<file path="config.mk">
export PLATFORM = sky130hd
export DESIGN_NAME = pm
export DESIGN_NICKNAME = d
export VERILOG_FILES = /design/src/hw/pm_pkg.sv /design/src/hw/cycle_ctl.sv /design/src/hw/kcpc.sv /design/src/hw/lg.sv /design/src/hw/lk.sv /design/src/hw/pm_select.sv /design/src/hw/pm.sv
export SDC_FILE = /design/constraint.sdc
export NUM_CORES = 1
export LEC_CHECK = 0
export BUFFER_PORTS_ARGS = -buffer_cell sky130_fd_sc_hd__buf_4
export CAP_MARGIN = 30
export CORE_MARGIN = 2
export CORE_UTILIZATION = 53
export CTS_CLUSTER_SIZE = 25
export DETAILED_ROUTE_END_ITERATION = 6
export PLACE_DENSITY = 0.82
export SYNTH_ARGS = -nofsm -noshare
export SYNTH_HDL_FRONTEND = slang
export SYNTH_SLANG_ARGS = --single-unit
</file>
<file path="constraint.sdc">
create_clock -name __clk -period 4.1 [get_ports __clk]
set_input_delay 0.41 -clock __clk [delete_from_list [all_inputs] [get_ports __clk]]
set_output_delay 0.41 -clock __clk [all_outputs]
set_load 0.01 [all_outputs]
</file>
<file path="src/hw/pm_pkg.sv">
// shared widths and defaults for the microinstruction cycle sequencer
// every file refers to these by scoped name
// tick_t bounds the KC and PC pulse lengths

`default_nettype none

package pm_pkg;

	// group counter value selecting one of four register groups
	typedef logic [1:0] lg_t;

	// step counter value
	typedef logic [3:0] lk_t;

	// three-bit instruction field
	// bit 2 is the leftmost IR bit (IR7 for the group field)
	typedef logic [2:0] ir_field_t;

	// general register address
	typedef logic [2:0] reg_sel_t;

	// pulse-length down-counter
	typedef logic [7:0] tick_t;

	// default cycle-end and cycle-start pulse lengths, in clock cycles
	localparam int DEF_KC_TICKS = 3;
	localparam int DEF_PC_TICKS = 2;

endpackage

`default_nettype wire

</file>
<file path="src/hw/cycle_ctl.sv">
// START, WAIT and CYCLE flip-flops on the input side of the sequencer
// turns operator and program levels into the run level and the
// cycle and interrupt requests for the KC/PC generator

`default_nettype none

module cycle_ctl (
	input  logic __clk,
	input  logic clm,
	input  logic start,
	input  logic stop,
	input  logic clo,
	input  logic hlt,
	input  logic wx,
	input  logic cycle,
	input  logic irq,
	input  logic rescyc,
	input  logic si1_pulse,
	output logic run,
	output logic halted,
	output logic dpr,
	output logic dprzerw
);

	logic start_q;
	logic wait_q;
	logic cycle_q;
	logic run_clr;

	// stop and clo kill the run state at once
	assign run_clr = clm | stop | clo;

	always_ff @(posedge __clk or posedge run_clr) begin
		if (run_clr) begin
			start_q <= 1'b0;
		end else if (start) begin
			start_q <= 1'b1;
		end
	end

	// halt loaded at wx and released when an interrupt is taken
	always_ff @(posedge __clk or posedge run_clr) begin
		if (run_clr) begin
			wait_q <= 1'b0;
		end else if (si1_pulse) begin
			wait_q <= 1'b0;
		end else if (wx) begin
			wait_q <= hlt;
		end
	end

	// single-cycle request where set wins over rescyc
	always_ff @(posedge __clk or posedge clm) begin
		if (clm) begin
			cycle_q <= 1'b0;
		end else if (cycle) begin
			cycle_q <= 1'b1;
		end else if (rescyc) begin
			cycle_q <= 1'b0;
		end
	end

	assign run = start_q & ~wait_q;
	assign halted = wait_q;
	assign dpr = run | cycle_q;
	// interrupt taken only while started or stepping
	assign dprzerw = (cycle_q | start_q) & irq;

endmodule

`default_nettype wire

</file>
<file path="src/hw/kcpc.sv">
// KC/PC pulse generator giving cycle end followed by cycle start
// ekc starts KC; on its last cycle a pending request carries on into PC
// PR and PRZERW latch the kind of the new cycle at PC entry
// pulse lengths come from KC_TICKS and PC_TICKS

`default_nettype none

module kcpc #(
	parameter int KC_TICKS = pm_pkg::DEF_KC_TICKS,
	parameter int PC_TICKS = pm_pkg::DEF_PC_TICKS
) (
	input  logic __clk,
	input  logic clm,
	input  logic clo,
	input  logic ekc,
	input  logic dpr,
	input  logic dprzerw,
	output logic kc,
	output logic pc,
	output logic pr,
	output logic przerw,
	output logic rescyc,
	output logic si1_pulse
);

	typedef enum logic [1:0] {
		S_IDLE,
		S_KC,
		S_PC
	} state_t;

	state_t state;
	pm_pkg::tick_t ticks;
	logic last_tick;

	assign last_tick = (ticks == '0);

	always_ff @(posedge __clk or posedge clm) begin
		if (clm) begin
			state <= S_IDLE;
			ticks <= '0;
			pr <= 1'b0;
			przerw <= 1'b0;
			rescyc <= 1'b0;
		end else begin
			// rescyc lives only for the first PC cycle
			rescyc <= 1'b0;
			case (state)
				S_IDLE: begin
					if (ekc) begin
						state <= S_KC;
						ticks <= pm_pkg::tick_t'(KC_TICKS - 1);
					end
				end
				S_KC: begin
					if (clo) begin
						// clear aborts the cycle end
						state <= S_IDLE;
					end else if (!last_tick) begin
						ticks <= ticks - 1'b1;
					end else if (dpr | dprzerw) begin
						state <= S_PC;
						ticks <= pm_pkg::tick_t'(PC_TICKS - 1);
						// interrupt request beats fetch
						pr <= dpr & ~dprzerw;
						przerw <= dprzerw;
						rescyc <= 1'b1;
					end else begin
						state <= S_IDLE;
					end
				end
				S_PC: begin
					if (last_tick) begin
						state <= S_IDLE;
					end else begin
						ticks <= ticks - 1'b1;
					end
				end
				default: state <= S_IDLE;
			endcase
		end
	end

	assign kc = (state == S_KC);
	assign pc = (state == S_PC);
	// interrupt cycle start releases WAIT
	assign si1_pulse = pc & przerw;

endmodule

`default_nettype wire

</file>
<file path="src/hw/lg.sv">
// group counter LG
// preloaded from the instruction group field, stepped modulo 4
// reset beats load, load beats increment

`default_nettype none

module lg (
	input  logic              __clk,
	input  logic              clm,
	input  logic              load,
	input  logic              inc,
	input  logic              gr,
	input  pm_pkg::ir_field_t ir_group,
	output pm_pkg::lg_t       count
);

	pm_pkg::lg_t preload;

	// register group ops take IR8..9 directly
	// everything else starts at 0 or 1 from IR7
	always_comb begin
		if (gr) begin
			preload = ir_group[1:0];
		end else begin
			preload = {1'b0, ir_group[2]};
		end
	end

	always_ff @(posedge __clk or posedge clm) begin
		if (clm) begin
			count <= '0;
		end else if (load) begin
			count <= preload;
		end else if (inc) begin
			// wraps 3 -> 0
			count <= count + 1'b1;
		end
	end

endmodule

`default_nettype wire

</file>
<file path="src/hw/lk.sv">
// step counter LK
// four-bit down-counter that sticks at zero
// nonzero tells the sequencer that steps remain

`default_nettype none

module lk (
	input  logic        __clk,
	input  logic        clm,
	input  logic        load,
	input  logic        dec,
	input  pm_pkg::lk_t value,
	output logic        nonzero
);

	pm_pkg::lk_t count;

	always_ff @(posedge __clk or posedge clm) begin
		if (clm) begin
			count <= '0;
		end else if (load) begin
			count <= value;
		end else if (dec && count != '0) begin
			count <= count - 1'b1;
		end
	end

	assign nonzero = (count != '0);

endmodule

`default_nettype wire

</file>
<file path="src/hw/pm_select.sv">
// output decode of the cycle-start strobes, one-hot group and register selector
// purely combinational and fed by the KC/PC levels and the group counter

`default_nettype none

module pm_select (
	input  logic               pc,
	input  logic               pr,
	input  logic               przerw,
	input  logic               p3,
	input  logic               p4,
	input  logic               w,
	input  pm_pkg::ir_field_t  ir_a,
	input  pm_pkg::ir_field_t  ir_b,
	input  pm_pkg::lg_t        group,
	output logic               sp0,
	output logic               sp1,
	output logic               si1,
	output logic [3:0]         lg_hot,
	output pm_pkg::reg_sel_t   reg_sel
);

	// start of a plain cycle
	assign sp0 = pc & ~pr & ~przerw;
	// start of an instruction fetch
	assign sp1 = pc & pr & ~przerw;
	// start of an interrupt receive
	assign si1 = pc & przerw;

	assign lg_hot = 4'b0001 << group;

	// P3 register field first, then P4, then the group register
	always_comb begin
		if (p3) begin
			reg_sel = ir_a;
		end else if (p4) begin
			reg_sel = ir_b;
		end else if (w) begin
			reg_sel = {1'b0, group};
		end else begin
			reg_sel = '0;
		end
	end

endmodule

`default_nettype wire

</file>
<file path="src/hw/pm.sv">
// microinstruction unit cycle-sequencing core
// ties the START/WAIT/CYCLE logic, the KC/PC generator, the group
// and step counters and the output decode together
// KC_TICKS and PC_TICKS set the pulse lengths in clock cycles

`default_nettype none

module pm #(
	parameter int KC_TICKS = pm_pkg::DEF_KC_TICKS,
	parameter int PC_TICKS = pm_pkg::DEF_PC_TICKS
) (
	input  logic              __clk,
	input  logic              clm,
	input  logic              start,
	input  logic              stop,
	input  logic              clo,
	input  logic              hlt,
	input  logic              wx,
	input  logic              cycle,
	input  logic              irq,
	input  logic              ekc,
	input  logic              lg_load,
	input  logic              lg_inc,
	input  logic              gr,
	input  pm_pkg::ir_field_t ir_group,
	input  logic              lk_load,
	input  logic              lk_dec,
	input  pm_pkg::lk_t       lk_value,
	input  logic              p3,
	input  logic              p4,
	input  logic              w,
	input  pm_pkg::ir_field_t ir_a,
	input  pm_pkg::ir_field_t ir_b,
	output logic              run,
	output logic              halted,
	output logic              sp0,
	output logic              sp1,
	output logic              si1,
	output logic [3:0]        lg_hot,
	output pm_pkg::reg_sel_t  reg_sel,
	output logic              lk_nonzero
);

	logic dpr;
	logic dprzerw;
	logic rescyc;
	logic si1_pulse;
	logic pc;
	logic pr;
	logic przerw;
	pm_pkg::lg_t group;

	cycle_ctl cycle_ctl_inst (
		.__clk     (__clk),
		.clm       (clm),
		.start     (start),
		.stop      (stop),
		.clo       (clo),
		.hlt       (hlt),
		.wx        (wx),
		.cycle     (cycle),
		.irq       (irq),
		.rescyc    (rescyc),
		.si1_pulse (si1_pulse),
		.run       (run),
		.halted    (halted),
		.dpr       (dpr),
		.dprzerw   (dprzerw)
	);

	// only pc drives the decode so the kc level has no user here
	kcpc #(
		.KC_TICKS (KC_TICKS),
		.PC_TICKS (PC_TICKS)
	) kcpc_inst (
		.__clk     (__clk),
		.clm       (clm),
		.clo       (clo),
		.ekc       (ekc),
		.dpr       (dpr),
		.dprzerw   (dprzerw),
		.kc        (),
		.pc        (pc),
		.pr        (pr),
		.przerw    (przerw),
		.rescyc    (rescyc),
		.si1_pulse (si1_pulse)
	);

	lg lg_inst (
		.__clk    (__clk),
		.clm      (clm),
		.load     (lg_load),
		.inc      (lg_inc),
		.gr       (gr),
		.ir_group (ir_group),
		.count    (group)
	);

	lk lk_inst (
		.__clk   (__clk),
		.clm     (clm),
		.load    (lk_load),
		.dec     (lk_dec),
		.value   (lk_value),
		.nonzero (lk_nonzero)
	);

	pm_select pm_select_inst (
		.pc      (pc),
		.pr      (pr),
		.przerw  (przerw),
		.p3      (p3),
		.p4      (p4),
		.w       (w),
		.ir_a    (ir_a),
		.ir_b    (ir_b),
		.group   (group),
		.sp0     (sp0),
		.sp1     (sp1),
		.si1     (si1),
		.lg_hot  (lg_hot),
		.reg_sel (reg_sel)
	);

endmodule

`default_nettype wire

</file>
==> run summary <==
Die H: 55.5 um
Vias in the first global route: 1175
First-pass GRT wire length: 5000 um
Post-DR vias/cell: 5.49
RSZ-0062 raised after global routing: false
Post-synth top area cell: dfrtp_1
HPWL Detailed: 2350 um
Routability congestion estimate: 0.869
Global Route Usage Sum: 20.2%
Max-slew violation count: 0
Simple logic cell fraction of the synthesized area: 20.0%
DR WL/cell: 13.1 um
TritonCTS clock tree: done
Crit path arrival time: 2.16 ns
CTS buffer count: 3
Netlist Area Pre-Place: 0.00141 mm2
H-tree depth: 1
Main combinational cell family by area after synthesis: simple AND/OR/NAND/NOR gates
Seq/Total Area, Yosys: 39.2%
Critical Path Sink Type: flip-flop
Final setup TNS: 0 ns
Initial Util: 56.2%
I/O Pins: 44
Startpoint types: flip-flop
Async S/R FF share, synth: 100%
Fin cells: 228
# diodes: 0
Largest net degree at the start of global routing: 21
Register bit total from synthesis: 22
Yosys top cell area share: 39.2%
Fmax: 502 MHz
Initial antenna violation count: 0
Tcrit/Tclk final: 48.6%
Clk_lat worst skew: 0.31 ns
Number of post-CTS setup repair buffers: 0
Initial DRC Count: 15
Status: finished, final reports clean
Core Footprint: 0.00250 mm2
Post-Syn Instances: 152
Final WL: 2990 um
NumNets Final: 240
Ys Warns: 0
Leak pwr: 0.886 nW
XOR/XNOR Fraction of Synth Area: 1.87%
Reg2Reg Depth: 7
Clock Pin Slew Worst Setup and Hold Paths: 0.13 ns
Flop2flop setup slack: 2.11 ns
Most frequent cells after synthesis: 22 x dfrtp_1, 17 x inv_1, 16 x nand2_1
Cell Pwr Density: 585 mW/mm2
RR Startpoint: kcpc_inst.ticks[0]
First drt pass iteration count: 4
DP Cell Count: 224
Top_reg_cell synth: dfrtp_1
CTS Sinks: 22
Ranking of synthesized cells by area: dfrtp_1 39%, ha_1 8.9%, inv_1 4.5%
Number of gates resized after CTS: 0
Yosys cell types: 39
Slew HR: 49.3%
Clk_skew: 0.0113 ns
VDD IR max: 0.485 mV
Clock Path Buffers: 2
Full die area: 0.00308 mm2
Post-synth EDFFs: 0
Top-count cell post-synth: dfrtp_1
Post-synthesis compound-gate area fraction: 17.5%
Multiplexer share of the synthesized area: 7.12%
Placement Rows: 18
Required @ worst endpoint: 4.27 ns
Remaining DRCs: 0
Port bufs: 43
R2r endpoint: kcpc_inst.ticks[3]
P&R area growth vs syn: 28.6%
Die span in x: 55.5 um
Total grt overflow: 0
ANT nets after route: 0
Worst slew pin tran: 0.759 ns
Min Tclk post-route: 1.99 ns
Clk root buf: clkbuf_4
Setup violators final: 0
Maxcap violations: 0
Vias: 1252
Worst hold path type: primary input to asynchronous set/reset pin
Fin. Hold Viols: 0
Hold buffer count at cts: 0
Avg Inst Size Synth: 9.24 um2
Max FO, Critical Path: 7
Post-Synth Adder-Cell Area: 8.90%
Class of the most critical setup path: flip-flop to flip-flop
Syn nets: 193
Layout cells sized above 1: 30.8%
==> layout by cell type (no fill, tap or decap), types with 2 or more instances in the layout <==
cell type / synthesis / routed
buf_4: 0 / 43
dfrtp_1: 22 / 22
inv_1: 17 / 17
nand2_1: 16 / 16
o21ai_0: 11 / 11
nor2_1: 10 / 10
ha_1: 10 / 10
a21oi_1: 9 / 9
nor2b_1: 5 / 5
nand3_1: 5 / 5
mux2i_1: 4 / 4
mux2_2: 4 / 4
o221ai_1: 4 / 4
a31oi_1: 3 / 3
clkbuf_4: 0 / 3
and2_1: 2 / 2
nor3_1: 2 / 2
a21o_1: 2 / 2
xor2_1: 2 / 2
or2_2: 2 / 2
o31ai_1: 2 / 2
==> registers in the layout, summed over array words and instances (netlist names) <==
register                flops
kcpc_inst.state             2
kcpc_inst.rescyc            1
cycle_ctl_inst.halted       1
cycle_ctl_inst.start_q      1
lk_inst.count               4
lg_inst.count               2
kcpc_inst.pr                1
cycle_ctl_inst.cycle_q      1
kcpc_inst.przerw            1
kcpc_inst.ticks             8
==> cell families after synthesis <==
| group | after synthesis |
|---|---|
| AND/OR/NAND/NOR | 53 |
| AO/OA/AOI/OAI | 37 |
| flip-flops | 22 |
| buffers and inverters | 18 |
| adder cells (fa/ha/maj) | 10 |
| multiplexers | 9 |
| XOR/XNOR | 3 |
==> worst max-delay path: stages, from the launching register on <==
cell and delay [ns]:
dfrtp_1 0.43, inv_1 0.09, ha_1 0.17, nor3b_2 0.30
nand3_2 0.17, a22o_2 0.30, nand3_1 0.23, o221ai_1 0.16
==> stage by stage <==
step	util, %	hold WS, ns	worst slack (ns)	power (mW)	instance area (um2)
floorplan	-	0.245	2.22	0.757	1410
global placement	70.2	0.401	2.21	0.866	1750
detailed placement	70.2	0.404	2.13	0.890	1750
CTS	72.3	0.0518	2.09	1.06	1810
global route	72.3	0.0433	1.91	1.14	1810
finish	72.3	0.0527	2.11	1.06	1810
==> where the power goes <==
group	leakage (nW)	switching (mW)	internal, mW
sequential	0.273	0.0731	0.290
combinational	0.585	0.280	0.250
clock	0.0279	0.0649	0.0988
==> metal layers <==
| layer | vias to the layer above | wire (um) | track usage [%] |
|---|---|---|---|
| met5 | - | 0 | 0 |
| met4 | 0 | 24 | 4.18 |
| li1 | 624 | - | - |
| met3 | 4 | 158 | 4.92 |
| met2 | 37 | 1550 | 37.4 |
| met1 | 587 | 1260 | 23.5 |
==> worst max path at each step <==
stage                             startpoint            endpoint
after CTS                 kcpc_inst.ticks[0]  kcpc_inst.ticks[3]
final                     kcpc_inst.ticks[0]  kcpc_inst.ticks[3]
after detailed placement  kcpc_inst.ticks[0]  kcpc_inst.ticks[3]
after global placement    kcpc_inst.ticks[0]  kcpc_inst.ticks[1]
after global routing      kcpc_inst.ticks[0]  kcpc_inst.ticks[3]
after floorplan           kcpc_inst.ticks[0]  kcpc_inst.ticks[1]
==> final cells by class <==
cell class	count	area, um2
inverter	17	63.8
tap	30	37.5
clock inverter	1	30.0
timing repair buffer	43	323
sequential	22	551
fill	191	693
clock buffer	3	22.5
multi-input combinational	112	779
No activity file was read; power rests on OpenSTA's default activity.
